File: src/verilog/core_pkg.sv
package core_pkg;

  typedef logic [31:0] xlen_t;
  typedef logic [4:0]  reg_idx_t;
  typedef logic [6:0]  opcode_t;

  // {funct7[5], funct3}
  typedef logic [3:0]  alu_op_t;

  localparam opcode_t OPC_OP     = 7'b0110011;
  localparam opcode_t OPC_OP_IMM = 7'b0010011;
  localparam opcode_t OPC_LUI    = 7'b0110111;

  localparam alu_op_t ALU_ADD  = 4'b0000;
  localparam alu_op_t ALU_SUB  = 4'b1000;
  localparam alu_op_t ALU_SLL  = 4'b0001;
  localparam alu_op_t ALU_SLT  = 4'b0010;
  localparam alu_op_t ALU_SLTU = 4'b0011;
  localparam alu_op_t ALU_XOR  = 4'b0100;
  localparam alu_op_t ALU_SRL  = 4'b0101;
  localparam alu_op_t ALU_SRA  = 4'b1101;
  localparam alu_op_t ALU_OR   = 4'b0110;
  localparam alu_op_t ALU_AND  = 4'b0111;

endpackage

File: src/verilog/issue_ctrl.sv
`timescale 1ns/100ps

module issue_ctrl #(
  parameter int ROB_DEPTH = 4,
  localparam int TAG_W = $clog2(ROB_DEPTH)
) (
  input  logic               in_valid,
  input  core_pkg::xlen_t    in_instr,
  output logic               in_ready,
  input  logic               rs_full,
  input  logic               rob_full,
  output logic               dispatch,
  output core_pkg::reg_idx_t rs1,
  output core_pkg::reg_idx_t rs2,
  output core_pkg::reg_idx_t rd,
  input  logic               src1_busy,
  input  logic               src2_busy,
  input  logic [TAG_W-1:0]   src1_tag,
  input  logic [TAG_W-1:0]   src2_tag,
  input  core_pkg::xlen_t    reg1_value,
  input  core_pkg::xlen_t    reg2_value,
  input  logic               rob1_done,
  input  logic               rob2_done,
  input  core_pkg::xlen_t    rob1_value,
  input  core_pkg::xlen_t    rob2_value,
  output core_pkg::alu_op_t  op,
  output core_pkg::xlen_t    opnd1,
  output core_pkg::xlen_t    opnd2,
  output logic               opnd1_ready,
  output logic               opnd2_ready,
  output logic [TAG_W-1:0]   opnd1_tag,
  output logic [TAG_W-1:0]   opnd2_tag
);
  import core_pkg::*;

  opcode_t    opcode;
  logic [2:0] funct3;
  xlen_t      imm_i;
  xlen_t      imm_u;
  logic       supported;

  assign opcode = in_instr[6:0];
  assign funct3 = in_instr[14:12];
  assign rd     = in_instr[11:7];
  assign rs1    = in_instr[19:15];
  assign rs2    = in_instr[24:20];
  assign imm_i  = {{20{in_instr[31]}}, in_instr[31:20]};
  assign imm_u  = {in_instr[31:12], 12'b0};

  assign supported = (opcode == OPC_OP) || (opcode == OPC_OP_IMM) || (opcode == OPC_LUI);

  assign in_ready = !rs_full && !rob_full;
  assign dispatch = in_valid && in_ready;

  always_comb begin
    case (opcode)
      OPC_OP:     op = {in_instr[30], funct3};
      // bit 30 is part of the immediate except for srai
      OPC_OP_IMM: op = {(funct3 == 3'b101) & in_instr[30], funct3};
      default:    op = ALU_ADD;
    endcase
  end

  // register file first, then rob, else wait on the tag
  always_comb begin
    opnd1_tag = src1_tag;
    opnd2_tag = src2_tag;
    if (opcode == OPC_LUI) begin
      opnd1       = '0;
      opnd1_ready = 1'b1;
    end else if (!src1_busy) begin
      opnd1       = reg1_value;
      opnd1_ready = 1'b1;
    end else begin
      opnd1       = rob1_done ? rob1_value : '0;
      opnd1_ready = rob1_done;
    end
    if (opcode == OPC_OP) begin
      if (!src2_busy) begin
        opnd2       = reg2_value;
        opnd2_ready = 1'b1;
      end else begin
        opnd2       = rob2_done ? rob2_value : '0;
        opnd2_ready = rob2_done;
      end
    end else begin
      opnd2       = (opcode == OPC_OP_IMM) ? imm_i : imm_u;
      opnd2_ready = 1'b1;
    end
  end

  always_comb begin
    if (dispatch) begin
      assert (supported)
        else $error("issue_ctrl: unsupported opcode %b accepted", opcode);
    end
  end

endmodule

File: src/verilog/regfile_scoreboard.sv
`timescale 1ns/100ps

module regfile_scoreboard #(
  parameter int ROB_DEPTH = 4,
  localparam int TAG_W = $clog2(ROB_DEPTH)
) (
  input  logic               clk,
  input  logic               rst_n,
  input  core_pkg::reg_idx_t rs1,
  input  core_pkg::reg_idx_t rs2,
  output logic               src1_busy,
  output logic               src2_busy,
  output logic [TAG_W-1:0]   src1_tag,
  output logic [TAG_W-1:0]   src2_tag,
  output core_pkg::xlen_t    reg1_value,
  output core_pkg::xlen_t    reg2_value,
  input  logic               dispatch,
  input  core_pkg::reg_idx_t rd,
  input  logic [TAG_W-1:0]   dispatch_tag,
  input  logic               commit_valid,
  input  core_pkg::reg_idx_t commit_rd,
  input  core_pkg::xlen_t    commit_value,
  input  logic [TAG_W-1:0]   commit_tag
);
  import core_pkg::*;

  xlen_t            regs [32];
  logic [31:0]      busy;
  logic [TAG_W-1:0] tags [32];
  logic             commit_wr;
  logic             busy_set;
  logic             busy_clr;

  assign commit_wr = commit_valid && (commit_rd != '0);
  assign busy_set  = dispatch && (rd != '0);

  // only the last writer frees the register, and a new rename wins
  assign busy_clr = commit_wr && (tags[commit_rd] == commit_tag) &&
                    !(busy_set && (rd == commit_rd));

  always_ff @(posedge clk or negedge rst_n) begin
    if (!rst_n) begin
      busy <= '0;
      for (int i = 0; i < 32; i++) begin
        regs[i] <= '0;
      end
    end else begin
      if (commit_wr) begin
        regs[commit_rd] <= commit_value;
      end
      if (busy_clr) begin
        busy[commit_rd] <= 1'b0;
      end
      if (busy_set) begin
        busy[rd] <= 1'b1;
      end
    end
  end

  always_ff @(posedge clk) begin
    if (busy_set) begin
      tags[rd] <= dispatch_tag;
    end
  end

  assign reg1_value = regs[rs1];
  assign reg2_value = regs[rs2];
  assign src1_busy  = busy[rs1];
  assign src2_busy  = busy[rs2];
  assign src1_tag   = tags[rs1];
  assign src2_tag   = tags[rs2];

  assert property (@(posedge clk) disable iff (!rst_n) !busy[0])
    else $error("regfile_scoreboard: x0 marked busy");

endmodule

File: src/verilog/alu_station.sv
`timescale 1ns/100ps

module alu_station #(
  parameter int RS_DEPTH  = 3,
  parameter int ROB_DEPTH = 4,
  localparam int TAG_W = $clog2(ROB_DEPTH),
  localparam int IDX_W = (RS_DEPTH > 1) ? $clog2(RS_DEPTH) : 1
) (
  input  logic              clk,
  input  logic              rst_n,
  input  logic              dispatch,
  input  core_pkg::alu_op_t op,
  input  core_pkg::xlen_t   opnd1,
  input  core_pkg::xlen_t   opnd2,
  input  logic              opnd1_ready,
  input  logic              opnd2_ready,
  input  logic [TAG_W-1:0]  opnd1_tag,
  input  logic [TAG_W-1:0]  opnd2_tag,
  input  logic [TAG_W-1:0]  dispatch_tag,
  output logic              rs_full,
  output logic              cdb_valid,
  output logic [TAG_W-1:0]  cdb_tag,
  output core_pkg::xlen_t   cdb_value
);
  import core_pkg::*;

  logic [RS_DEPTH-1:0] ent_valid;
  logic [RS_DEPTH-1:0] ent_rdy1;
  logic [RS_DEPTH-1:0] ent_rdy2;
  alu_op_t             ent_op   [RS_DEPTH];
  xlen_t               ent_val1 [RS_DEPTH];
  xlen_t               ent_val2 [RS_DEPTH];
  logic [TAG_W-1:0]    ent_tag1 [RS_DEPTH];
  logic [TAG_W-1:0]    ent_tag2 [RS_DEPTH];
  logic [TAG_W-1:0]    ent_dest [RS_DEPTH];
  logic [RS_DEPTH-1:0] wake1;
  logic [RS_DEPTH-1:0] wake2;
  logic                sel_vld;
  logic [IDX_W-1:0]    sel_idx;
  logic [IDX_W-1:0]    free_idx;
  logic                d1_rdy;
  logic                d2_rdy;
  xlen_t               d1_val;
  xlen_t               d2_val;
  xlen_t               alu_a;
  xlen_t               alu_b;
  xlen_t               alu_result;

  assign rs_full = &ent_valid;

  // operand arriving on the bus in the dispatch cycle
  assign d1_rdy = opnd1_ready || (cdb_valid && (cdb_tag == opnd1_tag));
  assign d2_rdy = opnd2_ready || (cdb_valid && (cdb_tag == opnd2_tag));
  assign d1_val = opnd1_ready ? opnd1 : cdb_value;
  assign d2_val = opnd2_ready ? opnd2 : cdb_value;

  always_comb begin
    for (int i = 0; i < RS_DEPTH; i++) begin
      wake1[i] = cdb_valid && ent_valid[i] && !ent_rdy1[i] && (ent_tag1[i] == cdb_tag);
      wake2[i] = cdb_valid && ent_valid[i] && !ent_rdy2[i] && (ent_tag2[i] == cdb_tag);
    end
  end

  // lowest index wins
  always_comb begin
    sel_vld  = 1'b0;
    sel_idx  = '0;
    free_idx = '0;
    for (int i = RS_DEPTH - 1; i >= 0; i--) begin
      if (ent_valid[i] && ent_rdy1[i] && ent_rdy2[i]) begin
        sel_vld = 1'b1;
        sel_idx = IDX_W'(i);
      end
      if (!ent_valid[i]) begin
        free_idx = IDX_W'(i);
      end
    end
  end

  assign alu_a = ent_val1[sel_idx];
  assign alu_b = ent_val2[sel_idx];

  always_comb begin
    case (ent_op[sel_idx])
      ALU_ADD:  alu_result = alu_a + alu_b;
      ALU_SUB:  alu_result = alu_a - alu_b;
      ALU_SLL:  alu_result = alu_a << alu_b[4:0];
      ALU_SLT:  alu_result = xlen_t'($signed(alu_a) < $signed(alu_b));
      ALU_SLTU: alu_result = xlen_t'(alu_a < alu_b);
      ALU_XOR:  alu_result = alu_a ^ alu_b;
      ALU_SRL:  alu_result = alu_a >> alu_b[4:0];
      ALU_SRA:  alu_result = xlen_t'($signed(alu_a) >>> alu_b[4:0]);
      ALU_OR:   alu_result = alu_a | alu_b;
      ALU_AND:  alu_result = alu_a & alu_b;
      default:  alu_result = '0;
    endcase
  end

  always_ff @(posedge clk or negedge rst_n) begin
    if (!rst_n) begin
      ent_valid <= '0;
      ent_rdy1  <= '0;
      ent_rdy2  <= '0;
      cdb_valid <= 1'b0;
    end else begin
      ent_rdy1 <= ent_rdy1 | wake1;
      ent_rdy2 <= ent_rdy2 | wake2;
      if (sel_vld) begin
        ent_valid[sel_idx] <= 1'b0;
      end
      if (dispatch) begin
        ent_valid[free_idx] <= 1'b1;
        ent_rdy1[free_idx]  <= d1_rdy;
        ent_rdy2[free_idx]  <= d2_rdy;
      end
      cdb_valid <= sel_vld;
    end
  end

  always_ff @(posedge clk) begin
    for (int i = 0; i < RS_DEPTH; i++) begin
      if (wake1[i]) begin
        ent_val1[i] <= cdb_value;
      end
      if (wake2[i]) begin
        ent_val2[i] <= cdb_value;
      end
    end
    if (dispatch) begin
      ent_op[free_idx]   <= op;
      ent_val1[free_idx] <= d1_val;
      ent_val2[free_idx] <= d2_val;
      ent_tag1[free_idx] <= opnd1_tag;
      ent_tag2[free_idx] <= opnd2_tag;
      ent_dest[free_idx] <= dispatch_tag;
    end
    if (sel_vld) begin
      cdb_tag   <= ent_dest[sel_idx];
      cdb_value <= alu_result;
    end
  end

  assert property (@(posedge clk) disable iff (!rst_n) dispatch |-> !rs_full)
    else $error("alu_station: dispatch into a full station");

endmodule

File: src/verilog/rob.sv
`timescale 1ns/100ps

module rob #(
  parameter int ROB_DEPTH = 4,
  localparam int TAG_W = $clog2(ROB_DEPTH),
  localparam int CNT_W = $clog2(ROB_DEPTH + 1)
) (
  input  logic               clk,
  input  logic               rst_n,
  input  logic               dispatch,
  input  core_pkg::reg_idx_t rd,
  output logic [TAG_W-1:0]   dispatch_tag,
  output logic               rob_full,
  input  logic [TAG_W-1:0]   src1_tag,
  input  logic [TAG_W-1:0]   src2_tag,
  output logic               rob1_done,
  output logic               rob2_done,
  output core_pkg::xlen_t    rob1_value,
  output core_pkg::xlen_t    rob2_value,
  input  logic               cdb_valid,
  input  logic [TAG_W-1:0]   cdb_tag,
  input  core_pkg::xlen_t    cdb_value,
  output logic               commit_valid,
  output core_pkg::reg_idx_t commit_rd,
  output core_pkg::xlen_t    commit_value,
  output logic [TAG_W-1:0]   commit_tag
);
  import core_pkg::*;

  logic [ROB_DEPTH-1:0] ent_valid;
  logic [ROB_DEPTH-1:0] ent_done;
  reg_idx_t             ent_rd    [ROB_DEPTH];
  xlen_t                ent_value [ROB_DEPTH];
  logic [TAG_W-1:0]     head;
  logic [TAG_W-1:0]     tail;
  logic [CNT_W-1:0]     count;
  logic [CNT_W-1:0]     count_next;
  logic                 full_q;

  function automatic logic [TAG_W-1:0] ptr_inc(input logic [TAG_W-1:0] p);
    return (p == TAG_W'(ROB_DEPTH - 1)) ? '0 : p + 1'b1;
  endfunction

  assign dispatch_tag = tail;
  assign rob_full     = full_q;
  assign count_next   = count + CNT_W'(dispatch) - CNT_W'(commit_valid);

  // operand forwarding from finished but not yet retired entries
  assign rob1_done  = ent_done[src1_tag];
  assign rob2_done  = ent_done[src2_tag];
  assign rob1_value = ent_value[src1_tag];
  assign rob2_value = ent_value[src2_tag];

  assign commit_valid = ent_valid[head] && ent_done[head];
  assign commit_rd    = ent_rd[head];
  assign commit_value = ent_value[head];
  assign commit_tag   = head;

  always_ff @(posedge clk or negedge rst_n) begin
    if (!rst_n) begin
      ent_valid <= '0;
      ent_done  <= '0;
      head      <= '0;
      tail      <= '0;
      count     <= '0;
      // looks full until out of reset
      full_q    <= 1'b1;
    end else begin
      if (cdb_valid) begin
        ent_done[cdb_tag] <= 1'b1;
      end
      if (commit_valid) begin
        ent_valid[head] <= 1'b0;
        head            <= ptr_inc(head);
      end
      if (dispatch) begin
        ent_valid[tail] <= 1'b1;
        ent_done[tail]  <= 1'b0;
        tail            <= ptr_inc(tail);
      end
      count  <= count_next;
      full_q <= (count_next == CNT_W'(ROB_DEPTH));
    end
  end

  always_ff @(posedge clk) begin
    if (cdb_valid) begin
      ent_value[cdb_tag] <= cdb_value;
    end
    if (dispatch) begin
      ent_rd[tail] <= rd;
    end
  end

  assert property (@(posedge clk) disable iff (!rst_n)
                   cdb_valid |-> ent_valid[cdb_tag] && !ent_done[cdb_tag])
    else $error("rob: broadcast to tag %0d that is free or already done", cdb_tag);

endmodule

File: src/verilog/ooo_core.sv
`timescale 1ns/100ps

module ooo_core #(
  parameter int ROB_DEPTH = 4,
  parameter int RS_DEPTH  = 3
) (
  input  logic               clk,
  input  logic               rst_n,
  input  logic               in_valid,
  input  core_pkg::xlen_t    in_instr,
  output logic               in_ready,
  output logic               commit_valid,
  output core_pkg::reg_idx_t commit_rd,
  output core_pkg::xlen_t    commit_value
);
  import core_pkg::*;

  localparam int TAG_W = $clog2(ROB_DEPTH);

  // dispatch and operand lookup
  logic             rs_full;
  logic             rob_full;
  logic             dispatch;
  reg_idx_t         rs1;
  reg_idx_t         rs2;
  reg_idx_t         rd;
  logic             src1_busy;
  logic             src2_busy;
  logic [TAG_W-1:0] src1_tag;
  logic [TAG_W-1:0] src2_tag;
  xlen_t            reg1_value;
  xlen_t            reg2_value;
  logic             rob1_done;
  logic             rob2_done;
  xlen_t            rob1_value;
  xlen_t            rob2_value;
  alu_op_t          op;
  xlen_t            opnd1;
  xlen_t            opnd2;
  logic             opnd1_ready;
  logic             opnd2_ready;
  logic [TAG_W-1:0] opnd1_tag;
  logic [TAG_W-1:0] opnd2_tag;
  logic [TAG_W-1:0] dispatch_tag;

  // result bus and retire
  logic             cdb_valid;
  logic [TAG_W-1:0] cdb_tag;
  xlen_t            cdb_value;
  logic [TAG_W-1:0] commit_tag;

  issue_ctrl #(.ROB_DEPTH(ROB_DEPTH)) issue_ctrl (.*);

  regfile_scoreboard #(.ROB_DEPTH(ROB_DEPTH)) regfile_scoreboard (.*);

  alu_station #(
    .RS_DEPTH (RS_DEPTH),
    .ROB_DEPTH(ROB_DEPTH)
  ) alu_station (.*);

  rob #(.ROB_DEPTH(ROB_DEPTH)) rob (.*);

endmodule

File: config.mk
export PLATFORM = sky130hd
export DESIGN_NAME = ooo_core
export DESIGN_NICKNAME = d
export VERILOG_FILES = /design/src/verilog/core_pkg.sv /design/src/verilog/issue_ctrl.sv /design/src/verilog/regfile_scoreboard.sv /design/src/verilog/alu_station.sv /design/src/verilog/rob.sv /design/src/verilog/ooo_core.sv
export SDC_FILE = /design/constraint.sdc
export NUM_CORES = 2
export LEC_CHECK = 0
export BUFFER_PORTS_ARGS = -buffer_cell sky130_fd_sc_hd__clkbuf_2
export CORE_MARGIN = 2
export CORE_UTILIZATION = 30
export DETAILED_ROUTE_END_ITERATION = 16
export SYNTH_ARGS = -nofsm -noshare
export SYNTH_HDL_FRONTEND = slang
export SYNTH_SLANG_ARGS = --single-unit
File: constraint.sdc
create_clock -name clk -period 5.35 [get_ports clk]
set_input_delay 0.535 -clock clk [delete_from_list [all_inputs] [get_ports clk]]
set_output_delay 0.535 -clock clk [all_outputs]
set_load 0.02 [all_outputs]
==> out/results.tsv <==
stage	metric	value	unit
drt	drt-total-wl	309	mm
grt	grtUsageMet3	4.54	%
synth	syn_inst	7830	
die	coreArea	290000	um^2
synth	synth_top_flop_cell	dfrtp_1	
cts	clk_latency	0.85	ns
grt	grt_max_degree	176	
die	pin_count	74	
timing	drv_slew	0	
timing	slew_headroom	13.9	%
critical_path	rr_startpoint	alu_station.ent_valid[0]	
die	row_count	198	
timing	period_needed	5.06	ns
power	ir_drop	0.352	mV
drt	post_drt_wl_per_cell	26.6	um
placement	portBuffers	73	
run	maxCapViolCount	0	
drt	drtAntennaViolNets	0	
cts	htree_num_levels	4	
cts	numCtsBuffers	167	
die	start_util	30.1	%
timing	fin_skew	0.0629	ns
layout	multi_input_area	43300	um^2
cts	clock-sinks	1552	
die	die_height	544	um
timing	hold_ws	0.108	ns
die	fp.dieW	544	um
critical_path	end_kind	flip-flop	
cts	cts_buffer_depth	3	
critical_path	cp.arrival	5.70	ns
grt	grt_use_total	20.6	%
hold_path	hp-class	in -> reg	
timing	finalSetupTns	0	ns
critical_path	cp.required	5.99	ns
timing	finalCritPeriodShare	94.5	%
timing	final.setup.worst_slack	0.294	ns
critical_path	crit_start	alu_station.ent_valid[0]	
timing	tightestPinTransition	1.29	ns
layout	fillers	28694	
synth	ys_types	88	
grt	first_global_vias	65206	
critical_path	cp_max_fo	10	
timing	finalHoldViolCount	0	
grt	met1_usage	27.9	%
timing	setup_viol	0	
placement	gp_congestion	0.978	
power	powerDensity	672	nW/um^2
drt	viasPerCell	5.74	
layout	layout.area.seq	41200	um^2
drt	vias	66661	
drt	firstDrtPassIters	8	
cts	cts_root_buf	clkbuf_16	
placement	place_ws	0.384	ns
critical_path	startpoint_type	flip-flop	
timing	rsz0062_at_grt	false	
die	die_area	296000	um^2
grt	antenna_found_initial	11	
synth	synth_enable_flop_cells	470	
synth	ys.warnings.count	0	
layout	area_growth	12.5	%
cts	cts_setup_buffers	0	
cts	clk_pin_slew_worst_paths	0.07	ns
placement	dp_hpwl	198	mm
layout	layout.nets	7720	
hold_path	hp-start	in_instr[8]	
power	p_total	66000	uW
grt	grt-ovfl-total	0	
critical_path	crit_type	reg -> reg	
layout	drive_above_1_share	20.7	%
grt	grt_first_pass_wirelength	454	mm
synth	synth-async-reset-ratio	69.7	%
outcome	outcome	completed	
drt	drc_errors	0	
synth	netlist_area	87400	um^2
grt	grt.busiest_layer	met2	
drt	first_iter_violations	8492	
synth	yosys_register_bits	1552	
synth	synth_area_per_cell	11.2	um^2
grt	grt_use_met2	32.2	%
synth	yosysSeqAreaShare	47.1	%
timing	fmax	198	MHz
power	p_leak	0.0395	uW
cts	cts_tree	built	
metal layers:
layer / vias up / wire [um]
li1: 28583 / -
met1: 33958 / 126000
met2: 3465 / 143000
met5: - / 37
met4: 6 / 11500
met3: 649 / 28500
worst paths after layout:
kind                            cells after the start                            end  slack (ns)
min in group asynchronous                           2   regfile_scoreboard.regs[858]        0.43
worst min-delay path                                1               rob.ent_rd[1][1]        0.11
worst max-delay path                               17      alu_station.cdb_value[28]        0.29
max in group asynchronous                           3   regfile_scoreboard.regs[331]        3.43
worst min register to register                      0  regfile_scoreboard.regs[1010]        0.40
worst max register to register                     17      alu_station.cdb_value[28]        0.29
worst max-delay path, cell delays in order (launching register included):
cell	delay, ns
dfrtp_1	0.48
nand3_1	0.45
o21ai_2	0.43
o2bb2ai_1	0.28
inv_1	0.12
ha_1	0.22
inv_1	0.08
fa_1	0.23
a211oi_1	0.11
o21ai_0	0.36
nand3_1	0.21
a32oi_1	0.43
a31o_2	0.31
a41oi_1	0.19
a221oi_1	0.27
buf_4	0.18
mux2_2	0.32
o221ai_1	0.18
through the flow:
stage | area (um^2) | cells | utilization (%)
2_1_floorplan | 87400 | 7833 | -
3_3_place_gp | 92600 | 11305 | 31.9
3_5_place_dp | 92600 | 11305 | 31.9
4_1_cts | 98300 | 11611 | 33.9
5_1_grt | 98300 | 11612 | 33.9
6_report | 98300 | 11615 | 33.9
where the power goes:
| part | total [uW] | switching [uW] | internal [uW] |
|---|---|---|---|
| sequential | 20800 | 3590 | 17200 |
| combinational | 33100 | 20800 | 12300 |
| clock | 12100 | 5180 | 6940 |
sequential cells by signal, indices dropped and copies added, names as in the netlist, 4 cells and up:
name,cells
alu_station.ent_dest,6
alu_station.ent_tag1,6
rob.ent_done,4
alu_station.ent_tag2,6
rob.ent_rd,20
rob.ent_valid,4
regfile_scoreboard.busy,32
regfile_scoreboard.tags,64
alu_station.ent_val2,96
rob.ent_value,128
alu_station.ent_val1,98
alu_station.ent_op,12
regfile_scoreboard.regs,1024
alu_station.cdb_value,32
cells in the mapped netlist (12+ instances only):
master        n  area (um^2)
a31oi_1      91          569
a22o_1      103          902
o211ai_1     45          338
nor2_1      286         1070
buf_1        80          300
xor2_1       21          184
o2bb2ai_1    12          105
o22a_1       16          140
nor4_1       13         81.3
a22oi_1      36          270
or2_2        12         75.1
nor2b_1      20          125
o21ai_0    1257         6290
o21a_1       42          315
nand4b_1     27          236
or3_1        12         75.1
edfxtp_1    470        14100
a2bb2oi_1    13          114
o22ai_1      76          475
nand4_1      22          138
a21o_1       28          210
nand2_1    1381         5180
mux2_2      150         1690
and4_1       12          105
mux4_2      707        15900
inv_1       142          533
mux2i_1     261         2610
a211oi_1     43          323
ha_1        107         1340
nand2b_1     23          144
buf_2        83          415
nand3_1      63          315
and2_1       16          100
a21oi_1     201         1010
xnor2_1      17          149
o21bai_1     13         97.6
a221oi_1     19          166
o31a_1       28          245
clkbuf_1    598         2240
dfrtp_1    1081        27100
nor3_1       49          245
cell usage in the layout (no fill, tap or decap), drive strengths merged, types with 103 or more instances in the layout:
master,netlist,layout
nand2,1381,1381
o21ai,1262,1262
dfrtp,1081,1081
mux4,707,707
edfxtp,470,470
clkbuf,598,311
nor2,286,286
buf,174,280
mux2i,264,264
a21oi,201,201
mux2,153,153
inv,144,148
ha,107,107
a22o,103,103
logic make-up after synthesis:
group	after synthesis	share of synthesized area, %
compound gates	2125	14.3
xor+xnor	38	0.381
fa+ha+maj	110	1.60
buf+inv	919	4.13
flops	1552	47.1
mux	1124	23.2
other cells	1	0.00429
simple gates	1961	9.26
cell type report:
class	instances	share of cell area, %
clock buffers	247	4.96
clock inverters	58	0.845
well taps	3900	4.96
flip-flops and latches	1552	41.9
repair buffers	345	2.76
diodes	4	0.0102
inverters	147	0.568
multi-input cells	5362	44.0
repair_timing:
item                                   CTS  global route
resized for setup                        0             0
hold buffers                             1             0
endpoints found under the hold margin   77             0
(Power assumes the default switching activity.)
